## src/sms_loader_pkg.sv

```systemverilog
// Cartridge loader shared definitions
// Host file indices, address constants, byte kinds, writer states
// and the records passed from the decode stage to the second stage
`default_nettype none

package sms_loader_pkg;

	// ========================================
	// Widths and host file indices
	// ========================================
	localparam int host_addr_w = 25;
	localparam int rom_addr_w = 22;

	localparam logic [7:0] idx_sysmode = 8'd4;   // Arcade system mode
	localparam logic [7:0] idx_dipsw = 8'd254;
	localparam logic [7:0] idx_cheat = 8'd255;
	localparam logic [4:0] idx_gg = 5'd2;        // Handheld cartridge

	// Copier header and cartridge ID location
	localparam int hdr_offset = 512;
	localparam logic [host_addr_w-1:0] id_base = 25'h7ffc;
	localparam logic [host_addr_w-1:0] id_check_addr = 25'h8000;
	localparam logic [31:0] ys_quirk_id = 32'h13_70_01_4f;  // Forces VDP version 1

	// ========================================
	// Types
	// ========================================
	typedef enum logic [1:0] {kind_rom, kind_cheat, kind_sysmode, kind_dipsw} load_kind_e;

	typedef enum logic {st_idle, st_wait_ack} writer_state_e;

	// One registered host byte
	typedef struct packed {
		logic valid;
		load_kind_e kind;
		logic [7:0] index;
		logic [host_addr_w-1:0] addr;
		logic [7:0] data;
		logic dl_start;   // Download level edges
		logic dl_end;
	} load_event_t;

	typedef struct packed {
		logic [7:0] sysmode;
		logic [2:0][7:0] dsw;
	} sys_config_t;

	typedef struct packed {
		logic [rom_addr_w-1:0] cart_mask;
		logic [rom_addr_w-1:0] cart_mask512;
		logic cart_sz512;   // Image carries a copier header
		logic gg;
		logic systeme;
		logic ys_quirk;
	} cart_profile_t;

	typedef struct packed {
		logic [31:0] flags;
		logic [31:0] address;
		logic [31:0] compare;
		logic [31:0] replace;
	} cheat_code_t;

endpackage

`default_nettype wire

```

## src/load_decoder.sv

```systemverilog
// Loader decode stage
// Registers each host byte with its kind and marks the edges of the
// download level. Keeps the arcade system-mode byte and DIP switches
`timescale 1ns/10ps
`default_nettype none

module load_decoder (
	input  wire                                   clk_sys,
	input  wire                                   RESET,
	input  wire                                   ioctl_download,
	input  wire                                   ioctl_wr,
	input  wire [7:0]                             ioctl_index,
	input  wire [sms_loader_pkg::host_addr_w-1:0] ioctl_addr,
	input  wire [7:0]                             ioctl_dout,
	output sms_loader_pkg::load_event_t           load_event,
	output sms_loader_pkg::sys_config_t           sys_config
);

	sms_loader_pkg::load_kind_e kind;
	logic dl_q;   // Previous download level

	always_comb begin
		case (ioctl_index)
			sms_loader_pkg::idx_cheat:   kind = sms_loader_pkg::kind_cheat;
			sms_loader_pkg::idx_dipsw:   kind = sms_loader_pkg::kind_dipsw;
			sms_loader_pkg::idx_sysmode: kind = sms_loader_pkg::kind_sysmode;
			default:                     kind = sms_loader_pkg::kind_rom;
		endcase
	end

	always_ff @(posedge clk_sys) begin
		load_event.kind <= kind;
		load_event.index <= ioctl_index;
		if (ioctl_wr) begin   // Address holds the last byte written
			load_event.addr <= ioctl_addr;
			load_event.data <= ioctl_dout;
		end
		if (RESET) begin
			dl_q <= 1'b0;
			load_event.valid <= 1'b0;
			load_event.dl_start <= 1'b0;
			load_event.dl_end <= 1'b0;
		end else begin
			dl_q <= ioctl_download;
			load_event.valid <= ioctl_wr & ioctl_download;
			load_event.dl_start <= ioctl_download & ~dl_q;
			load_event.dl_end <= ~ioctl_download & dl_q;
		end
	end

	// System mode and DIP switch bytes
	always_ff @(posedge clk_sys) begin
		if (RESET) begin
			sys_config <= '0;
		end else if (load_event.valid) begin
			if (load_event.kind == sms_loader_pkg::kind_sysmode && load_event.addr == '0)
				sys_config.sysmode <= load_event.data;
			if (load_event.kind == sms_loader_pkg::kind_dipsw &&
			    load_event.addr < sms_loader_pkg::host_addr_w'(3))
				sys_config.dsw[load_event.addr[1:0]] <= load_event.data;
		end
	end

	a_valid_in_download: assert property (@(posedge clk_sys) disable iff (RESET)
		load_event.valid |-> ioctl_download);

endmodule

`default_nettype wire

```

## src/rom_writer.sv

```systemverilog
// ROM write path
// Hands each cartridge byte to memory through a toggle request and
// holds the host off with ioctl_wait until memory acknowledges
`timescale 1ns/10ps
`default_nettype none

module rom_writer (
	input  wire                                  clk_sys,
	input  wire                                  RESET,
	input  wire sms_loader_pkg::load_event_t     load_event,
	input  wire                                  rom_ack,
	output logic                                 rom_req,
	output logic [sms_loader_pkg::rom_addr_w-1:0] rom_waddr,
	output logic [7:0]                           rom_wdata,
	output logic                                 ioctl_wait
);

	sms_loader_pkg::writer_state_e state;
	logic rom_evt;
	logic rom_start;

	assign rom_evt = load_event.valid && load_event.kind == sms_loader_pkg::kind_rom;
	assign rom_start = load_event.dl_start && load_event.kind == sms_loader_pkg::kind_rom;
	assign ioctl_wait = (state == sms_loader_pkg::st_wait_ack);

	// ========================================
	// Request FSM
	// ========================================
	always_ff @(posedge clk_sys) begin
		if (RESET) begin
			state <= sms_loader_pkg::st_idle;
			rom_req <= 1'b0;
			rom_waddr <= '0;
		end else begin
			case (state)
				sms_loader_pkg::st_idle: begin
					if (rom_evt) begin
						rom_req <= ~rom_req;   // Pending until ack follows
						state <= sms_loader_pkg::st_wait_ack;
					end
				end
				sms_loader_pkg::st_wait_ack: begin
					if (rom_ack == rom_req) begin
						rom_waddr <= rom_waddr + 1'b1;
						state <= sms_loader_pkg::st_idle;
					end
				end
				default: state <= sms_loader_pkg::st_idle;
			endcase
			if (rom_start)
				rom_waddr <= '0;   // New image starts at zero
		end
	end

	always_ff @(posedge clk_sys) begin
		if (rom_evt)
			rom_wdata <= load_event.data;
	end

	// Host must wait for ioctl_wait before the next byte
	a_no_rom_while_busy: assert property (@(posedge clk_sys) disable iff (RESET)
		(state == sms_loader_pkg::st_wait_ack) |-> !rom_evt);

endmodule

`default_nettype wire

```

## src/cart_profile.sv

```systemverilog
// Cartridge profile
// Tracks the size masks and copier header of the loaded image, the
// handheld and arcade flags and the title quirk from the cartridge ID.
// Maps CPU ROM read addresses through the active mask
`timescale 1ns/10ps
`default_nettype none

module cart_profile (
	input  wire                                   clk_sys,
	input  wire                                   RESET,
	input  wire sms_loader_pkg::load_event_t      load_event,
	input  wire [sms_loader_pkg::rom_addr_w-1:0]  rom_rd_addr,
	output sms_loader_pkg::cart_profile_t         profile,
	output logic [sms_loader_pkg::rom_addr_w-1:0] rom_raddr
);

	logic rom_evt;
	logic sysmode_evt;
	logic rom_start;
	logic rom_end;
	logic [sms_loader_pkg::rom_addr_w-1:0] byte_addr;
	logic [31:0] cart_id;

	assign rom_evt = load_event.valid && load_event.kind == sms_loader_pkg::kind_rom;
	assign sysmode_evt = load_event.valid && load_event.kind == sms_loader_pkg::kind_sysmode;
	assign rom_start = load_event.dl_start && load_event.kind == sms_loader_pkg::kind_rom;
	assign rom_end = load_event.dl_end && load_event.kind == sms_loader_pkg::kind_rom;
	assign byte_addr = load_event.addr[sms_loader_pkg::rom_addr_w-1:0];

	// ========================================
	// Profile registers
	// ========================================
	always_ff @(posedge clk_sys) begin
		if (RESET) begin
			profile <= '0;
		end else begin
			if (rom_evt) begin
				profile.cart_mask <= (load_event.addr == '0) ? '0 :
					profile.cart_mask | byte_addr;
				profile.cart_mask512 <=
					(load_event.addr == sms_loader_pkg::host_addr_w'(sms_loader_pkg::hdr_offset)) ?
					'0 : profile.cart_mask512 |
					(byte_addr - sms_loader_pkg::rom_addr_w'(sms_loader_pkg::hdr_offset));
				profile.gg <= load_event.index[4:0] == sms_loader_pkg::idx_gg;
				if (load_event.index[4:0] inside {5'd1, 5'd2})
					profile.systeme <= 1'b0;   // Console cartridge
				if (load_event.addr == sms_loader_pkg::id_check_addr &&
				    cart_id == sms_loader_pkg::ys_quirk_id)
					profile.ys_quirk <= 1'b1;
			end
			if (sysmode_evt)
				profile.systeme <= 1'b1;
			if (rom_end)
				profile.cart_sz512 <= load_event.addr[9];   // Odd 512-byte block
			if (rom_start)
				profile.ys_quirk <= 1'b0;
		end
	end

	// Cartridge ID bytes, first byte most significant
	always_ff @(posedge clk_sys) begin
		if (rom_evt && load_event.addr[sms_loader_pkg::host_addr_w-1:2] ==
		    sms_loader_pkg::id_base[sms_loader_pkg::host_addr_w-1:2])
			cart_id[{~load_event.addr[1:0], 3'b000} +: 8] <= load_event.data;
	end

	// Read mapping skips the copier header when present
	always_comb begin
		if (profile.cart_sz512)
			rom_raddr = (rom_rd_addr + sms_loader_pkg::rom_addr_w'(sms_loader_pkg::hdr_offset)) &
				profile.cart_mask512;
		else
			rom_raddr = rom_rd_addr & profile.cart_mask;
	end

endmodule

`default_nettype wire

```

## src/cheat_assembler.sv

```systemverilog
// Cheat record assembly
// Collects the 16 bytes of a cheat record into one code word and
// pulses code_valid once the last byte is in
`timescale 1ns/10ps
`default_nettype none

module cheat_assembler (
	input  wire                              clk_sys,
	input  wire                              RESET,
	input  wire sms_loader_pkg::load_event_t load_event,
	output sms_loader_pkg::cheat_code_t      code,
	output logic                             code_valid
);

	logic cheat_evt;
	logic [4:0] byte_lsb;   // Bit offset inside a 32-bit field

	assign cheat_evt = load_event.valid && load_event.kind == sms_loader_pkg::kind_cheat;
	assign byte_lsb = {load_event.addr[1:0], 3'b000};

	// Fields are little endian in the record
	always_ff @(posedge clk_sys) begin
		if (cheat_evt) begin
			case (load_event.addr[3:2])
				2'd0: code.flags[byte_lsb +: 8] <= load_event.data;
				2'd1: code.address[byte_lsb +: 8] <= load_event.data;
				2'd2: code.compare[byte_lsb +: 8] <= load_event.data;
				default: code.replace[byte_lsb +: 8] <= load_event.data;
			endcase
		end
	end

	always_ff @(posedge clk_sys) begin
		if (RESET)
			code_valid <= 1'b0;
		else
			code_valid <= cheat_evt && load_event.addr[3:0] == 4'hf;   // Record complete
	end

	// Host paces bytes so a record never completes on back-to-back cycles
	a_single_pulse: assert property (@(posedge clk_sys) disable iff (RESET)
		code_valid |=> !code_valid);

endmodule

`default_nettype wire

```

## src/sms_loader_top.sv

```systemverilog
// Cartridge loader top level
// Decode stage feeding the ROM writer, the cartridge profile and
// the cheat assembler
`timescale 1ns/10ps
`default_nettype none

module sms_loader_top (
	input  wire                                   clk_sys,
	input  wire                                   RESET,
	// Host download port
	input  wire                                   ioctl_download,
	input  wire                                   ioctl_wr,
	input  wire [7:0]                             ioctl_index,
	input  wire [sms_loader_pkg::host_addr_w-1:0] ioctl_addr,
	input  wire [7:0]                             ioctl_dout,
	output wire                                   ioctl_wait,
	// ROM memory
	output wire                                   rom_req,
	output wire [sms_loader_pkg::rom_addr_w-1:0]  rom_waddr,
	output wire [7:0]                             rom_wdata,
	input  wire                                   rom_ack,
	input  wire [sms_loader_pkg::rom_addr_w-1:0]  rom_rd_addr,
	output wire [sms_loader_pkg::rom_addr_w-1:0]  rom_raddr,
	// Loaded configuration
	output wire sms_loader_pkg::cart_profile_t    profile,
	output wire sms_loader_pkg::sys_config_t      sys_config,
	output wire sms_loader_pkg::cheat_code_t      code,
	output wire                                   code_valid
);

	wire sms_loader_pkg::load_event_t load_event;

	load_decoder load_decoder_i (.clk_sys, .RESET, .ioctl_download, .ioctl_wr, .ioctl_index,
		.ioctl_addr, .ioctl_dout, .load_event, .sys_config);

	rom_writer rom_writer_i (.clk_sys, .RESET, .load_event, .rom_ack, .rom_req, .rom_waddr,
		.rom_wdata, .ioctl_wait);

	cart_profile cart_profile_i (.clk_sys, .RESET, .load_event, .rom_rd_addr, .profile,
		.rom_raddr);

	cheat_assembler cheat_assembler_i (.clk_sys, .RESET, .load_event, .code, .code_valid);

endmodule

`default_nettype wire

```

## config.mk

```make
export PLATFORM = sky130hd
export DESIGN_NAME = sms_loader_top
export DESIGN_NICKNAME = d
export VERILOG_FILES = /design/src/sms_loader_pkg.sv /design/src/load_decoder.sv /design/src/rom_writer.sv /design/src/cart_profile.sv /design/src/cheat_assembler.sv /design/src/sms_loader_top.sv
export SDC_FILE = /design/constraint.sdc
export NUM_CORES = 1
export LEC_CHECK = 0
export ABC_AREA = 1
export ABC_CLOCK_PERIOD_IN_PS = 2610
export BUFFER_PORTS_ARGS = -buffer_cell sky130_fd_sc_hd__buf_4
export CORE_AREA = 2 2 158 160
export CTS_CLUSTER_SIZE = 14
export DETAILED_ROUTE_END_ITERATION = 10
export DIE_AREA = 0 0 160 162
export PLACE_DENSITY = 0.79
export SETUP_SLACK_MARGIN = 0.4
export SYNTH_ARGS = -nofsm -noshare
export SYNTH_HDL_FRONTEND = slang
export SYNTH_SLANG_ARGS = --single-unit
```

## constraint.sdc

```tcl
create_clock -name clk_sys -period 2.61 [get_ports clk_sys]
set_input_delay 0.1305 -clock clk_sys [delete_from_list [all_inputs] [get_ports clk_sys]]
set_output_delay 0.1305 -clock clk_sys [all_outputs]
set_load 0.02 [all_outputs]
```

==> summary.md <==
| Metric | Value |
|---|---|
| Outcome | `finished clean` |
| DR iter-0 viols | `626` |
| Slew Limit Fails | `0` |
| DRT Wirelength | `35.0 mm` |
| Post-synthesis mux area share | `0%` |
| Final Core Density | `71.1%` |
| Sequential area share after synthesis | `65.8%` |
| Avg Cell Area, Syn | `10.1 sq um` |
| DR pass1 iterations | `7` |
| Clock share of power | `about two fifths` |
| Combinational family with the most area after synthesis | `simple AND/OR/NAND/NOR gates` |
| Port bufs | `330` |
| Clock sinks | `317` |
| Met2 routed wirelength | `between 15 and 20 mm` |
| Placed cell count | `approximately 1900` |
| Critical Path AT | `2.41 ns` |
| WL per Instance | `17.3 um` |
| Max Used Layer | `met4` |
| Synth cell types | `39` |
| Ports | `approximately 330` |
| Combinational Power Share | `7.6%` |
| Switching share of power | `about 23%` |
| First-pass GRT wire length | `53.4 mm` |
| Clk root buf | `clkbuf_16` |
| Setup slack after layout | `0.407 ns` |
| Yosys Warn Count | `0` |
| Setup TNS Final | `0 ns` |
| FP Rows | `57` |
| Hpwl dp | `24.7 mm` |
| Worst min-delay path category | `primary input to register` |
| Net count reported at finish | `1747` |
| Vias per inst | `roughly 5.1` |
| Place WS | `0.407 ns` |
| TritonCTS clock tree | `done` |
| Setup violations, final | `0` |
| Mapped Cells | `1259` |
| Ranking of synthesized cells by area | `edfxtp_1 48%, dfxtp_1 18%, nand2_1 6.3%, nor2_1 5.8%, inv_1 5.6%` |
| Clk_lat worst skew | `0.56 ns` |
| Adder-Cell Fraction of Synth Area | `~1.1%` |
| Synth Area in Compound Gates | `4.54%` |
| Actual slew at the worst max-slew pin | `0.798 ns` |
| Max-Cap Viols | `0` |
| Met3 Wirelength | `2.66 mm` |
| Grt ovf | `0` |
| EDFF count, synth | `201` |
| Simple-gate share of the synthesized area | `between 20% and 30%` |
| CTS H-tree depth | `1` |
| Area growth, synth to finish | `35.0%` |
| Tcrit/Tclk final | `84.4%` |
| Vias after detailed routing | `between 10000 and 15000` |
| Die height | `around 160 um` |
| RSZ-0062 raised after global routing | `yes` |
| Crit path required time | `2.82 ns` |
| Most frequent cell after synthesis | `nand2_1` |
| Share of power burned in registers | `~52%` |
| R2r setup slk | `between 0.4 and 0.5 ns` |
| Pwr/cell area | `614 nW/um^2` |
| Final min period | `around 2.2 ns` |
| Max FO, Critical Path | `8` |
| Total net switching power | `2.42 mW` |
| Design area | `17100 sq um` |
| Placed inst area | `about 16000 sq um` |
| Synth area leader | `edfxtp_1` |
| Ys async rst share | `0%` |
| Clock Tree Buf Depth | `3` |
| Full die area | `around 26000 sq um` |
| Vias in the first global route | `9914` |
| Synth Cell Area | `12700 sq um` |
| Initial Utilization | `a little over half` |
| GPL Wtd Cong | `slightly below 0.9` |
| Post-route ant nets | `0` |
| ANT cells | `0` |
| Peak supply drop | `0.408 mV` |
| Synth Area in XOR/XNOR | `0.621%` |
| Final Hold Fails | `0` |
| Initial antenna violation count | `0` |
| Fmax | `454 MHz` |
| Drt drc | `0` |
| Main synth FF type | `edfxtp_1` |
| DRT met1 WL | `14.1 mm` |
| Largest net degree at the start of global routing | `37` |
| Yosys reg bits | `317` |
| Gr usage total | `26.2%` |
| Fraction of layout cells with a size suffix above 1 | `27.7%` |
| Worst Skew | `0.00954 ns` |
| Clock transition at the registers of the reported paths | `0.06 ns` |
| Area fraction of the dominant cell type after synthesis | `47.5%` |
| CTS buffer count | `31` |
| Slew HR | `roughly 47%` |
| Hold_ws | `0.0607 ns` |
| CP Launch Type | `register` |
| Kind of critical path | `register to register` |
| Internal power | `8.11 mW` |
| Critical Path End Type | `register` |
| DIE WIDTH | `160 um` |
| Leakage Power | `6.87 nW` |
| Total Power | `~11 mW` |
| Synth cell count leaders | `212 x nand2_1, 201 x edfxtp_1, 195 x nor2_1, 190 x inv_1, 116 x dfxtp_1` |
| Syn nets | `1338` |
| Final std cells w/o fill | `2016` |
| Core Region | `24100 sq um` |
area by class of cell:
type	instances	area [sq um]
Clock buffer	39	816
Tap cell	324	405
Inverter	204	769
Clock inverter	18	141
Multi-Input combinational cell	706	3480
Sequential cell	317	8360
Timing Repair Buffer	408	3180
Fill cell	1715	6960
logic make-up (layout without fill, tap and decap cells):
family | count (synthesis) | in the layout
xor gates and xnor gates | 9 | 9
buffers and inverters | 237 | 669
adders and majority gates | 11 | 11
AOI/OAI and AO/OA | 102 | 102
DFF | 317 | 317
and+or+nand+nor | 583 | 584
worst max-delay path, stage by stage, from the launching register on:
cell      delay, ns
edfxtp_1       0.47
nor2_2         0.22
nand3_1        0.09
nor2_1         0.29
nand3_1        0.34
nor2_2         0.44
power by group through the flow:
stage	combinational [mW]	clock (mW)	sequential [mW]
2_1_floorplan	0.360	0	5.62
3_3_place_gp	0.698	0	5.60
6_report	0.795	4.24	5.50
4_1_cts	0.772	4.27	5.49
3_5_place_dp	0.714	0	5.60
5_1_grt	0.865	4.48	5.50
placed cells by master, fill, tap and decap left out, types with 27 or more instances in the layout:
cell | netlist | layout
nand2_1 | 212 | 212
nand4_1 | 53 | 53
dfxtp_1 | 116 | 116
clkbuf_16 | 0 | 31
a21oi_1 | 52 | 52
inv_1 | 190 | 190
dlygate4sd3_1 | 0 | 46
nand3_1 | 58 | 58
buf_4 | 6 | 362
o21ai_0 | 27 | 27
nor2_1 | 195 | 191
edfxtp_1 | 201 | 201
per-layer routing:
layer / track usage (%) / up-vias
met5: 0 / -
met4: 10.4 / 0
met3: 5.08 / 86
met2: 45.2 / 476
met1: 32.8 / 4792
li1: - / 4944
final timing paths:
kind	start	end	depth (start not counted)
worst max-delay path	load_decoder_i.load_event[27]$_DFFE_PP_	cart_profile_i.cart_id[10]$_DFFE_PP_	5
worst min-delay path	ioctl_wr	load_decoder_i.load_event[31]$_DFFE_PP_	1
worst max register to register	load_decoder_i.load_event[27]$_DFFE_PP_	cart_profile_i.cart_id[10]$_DFFE_PP_	5
worst min register to register	load_decoder_i.dl_q$_SDFF_PP0_	load_decoder_i.load_event[1]$_SDFF_PP0_	1
flip-flops by register name (all words and copies together), names as in the netlist:
signal                        count
rom_writer_i.ioctl_wait           1
load_decoder_i.load_event        43
rom_writer_i.rom_waddr           22
cheat_assembler_i.code_valid      1
load_decoder_i.dl_q               1
cart_profile_i.cart_id           32
load_decoder_i.sys_config        32
cart_profile_i.profile           48
cheat_assembler_i.code          128
rom_writer_i.rom_req              1
rom_writer_i.rom_wdata            8
what timing repair did:
action,in CTS,in global routing
setup endpoints to repair,22,122
buffers inserted,0,3
resized for setup,1,18
pin swaps,0,1
hold buffers,46,0
hold endpoints to repair,54,0
gates cloned,0,1
No activity file was read; power rests on OpenSTA's default activity.
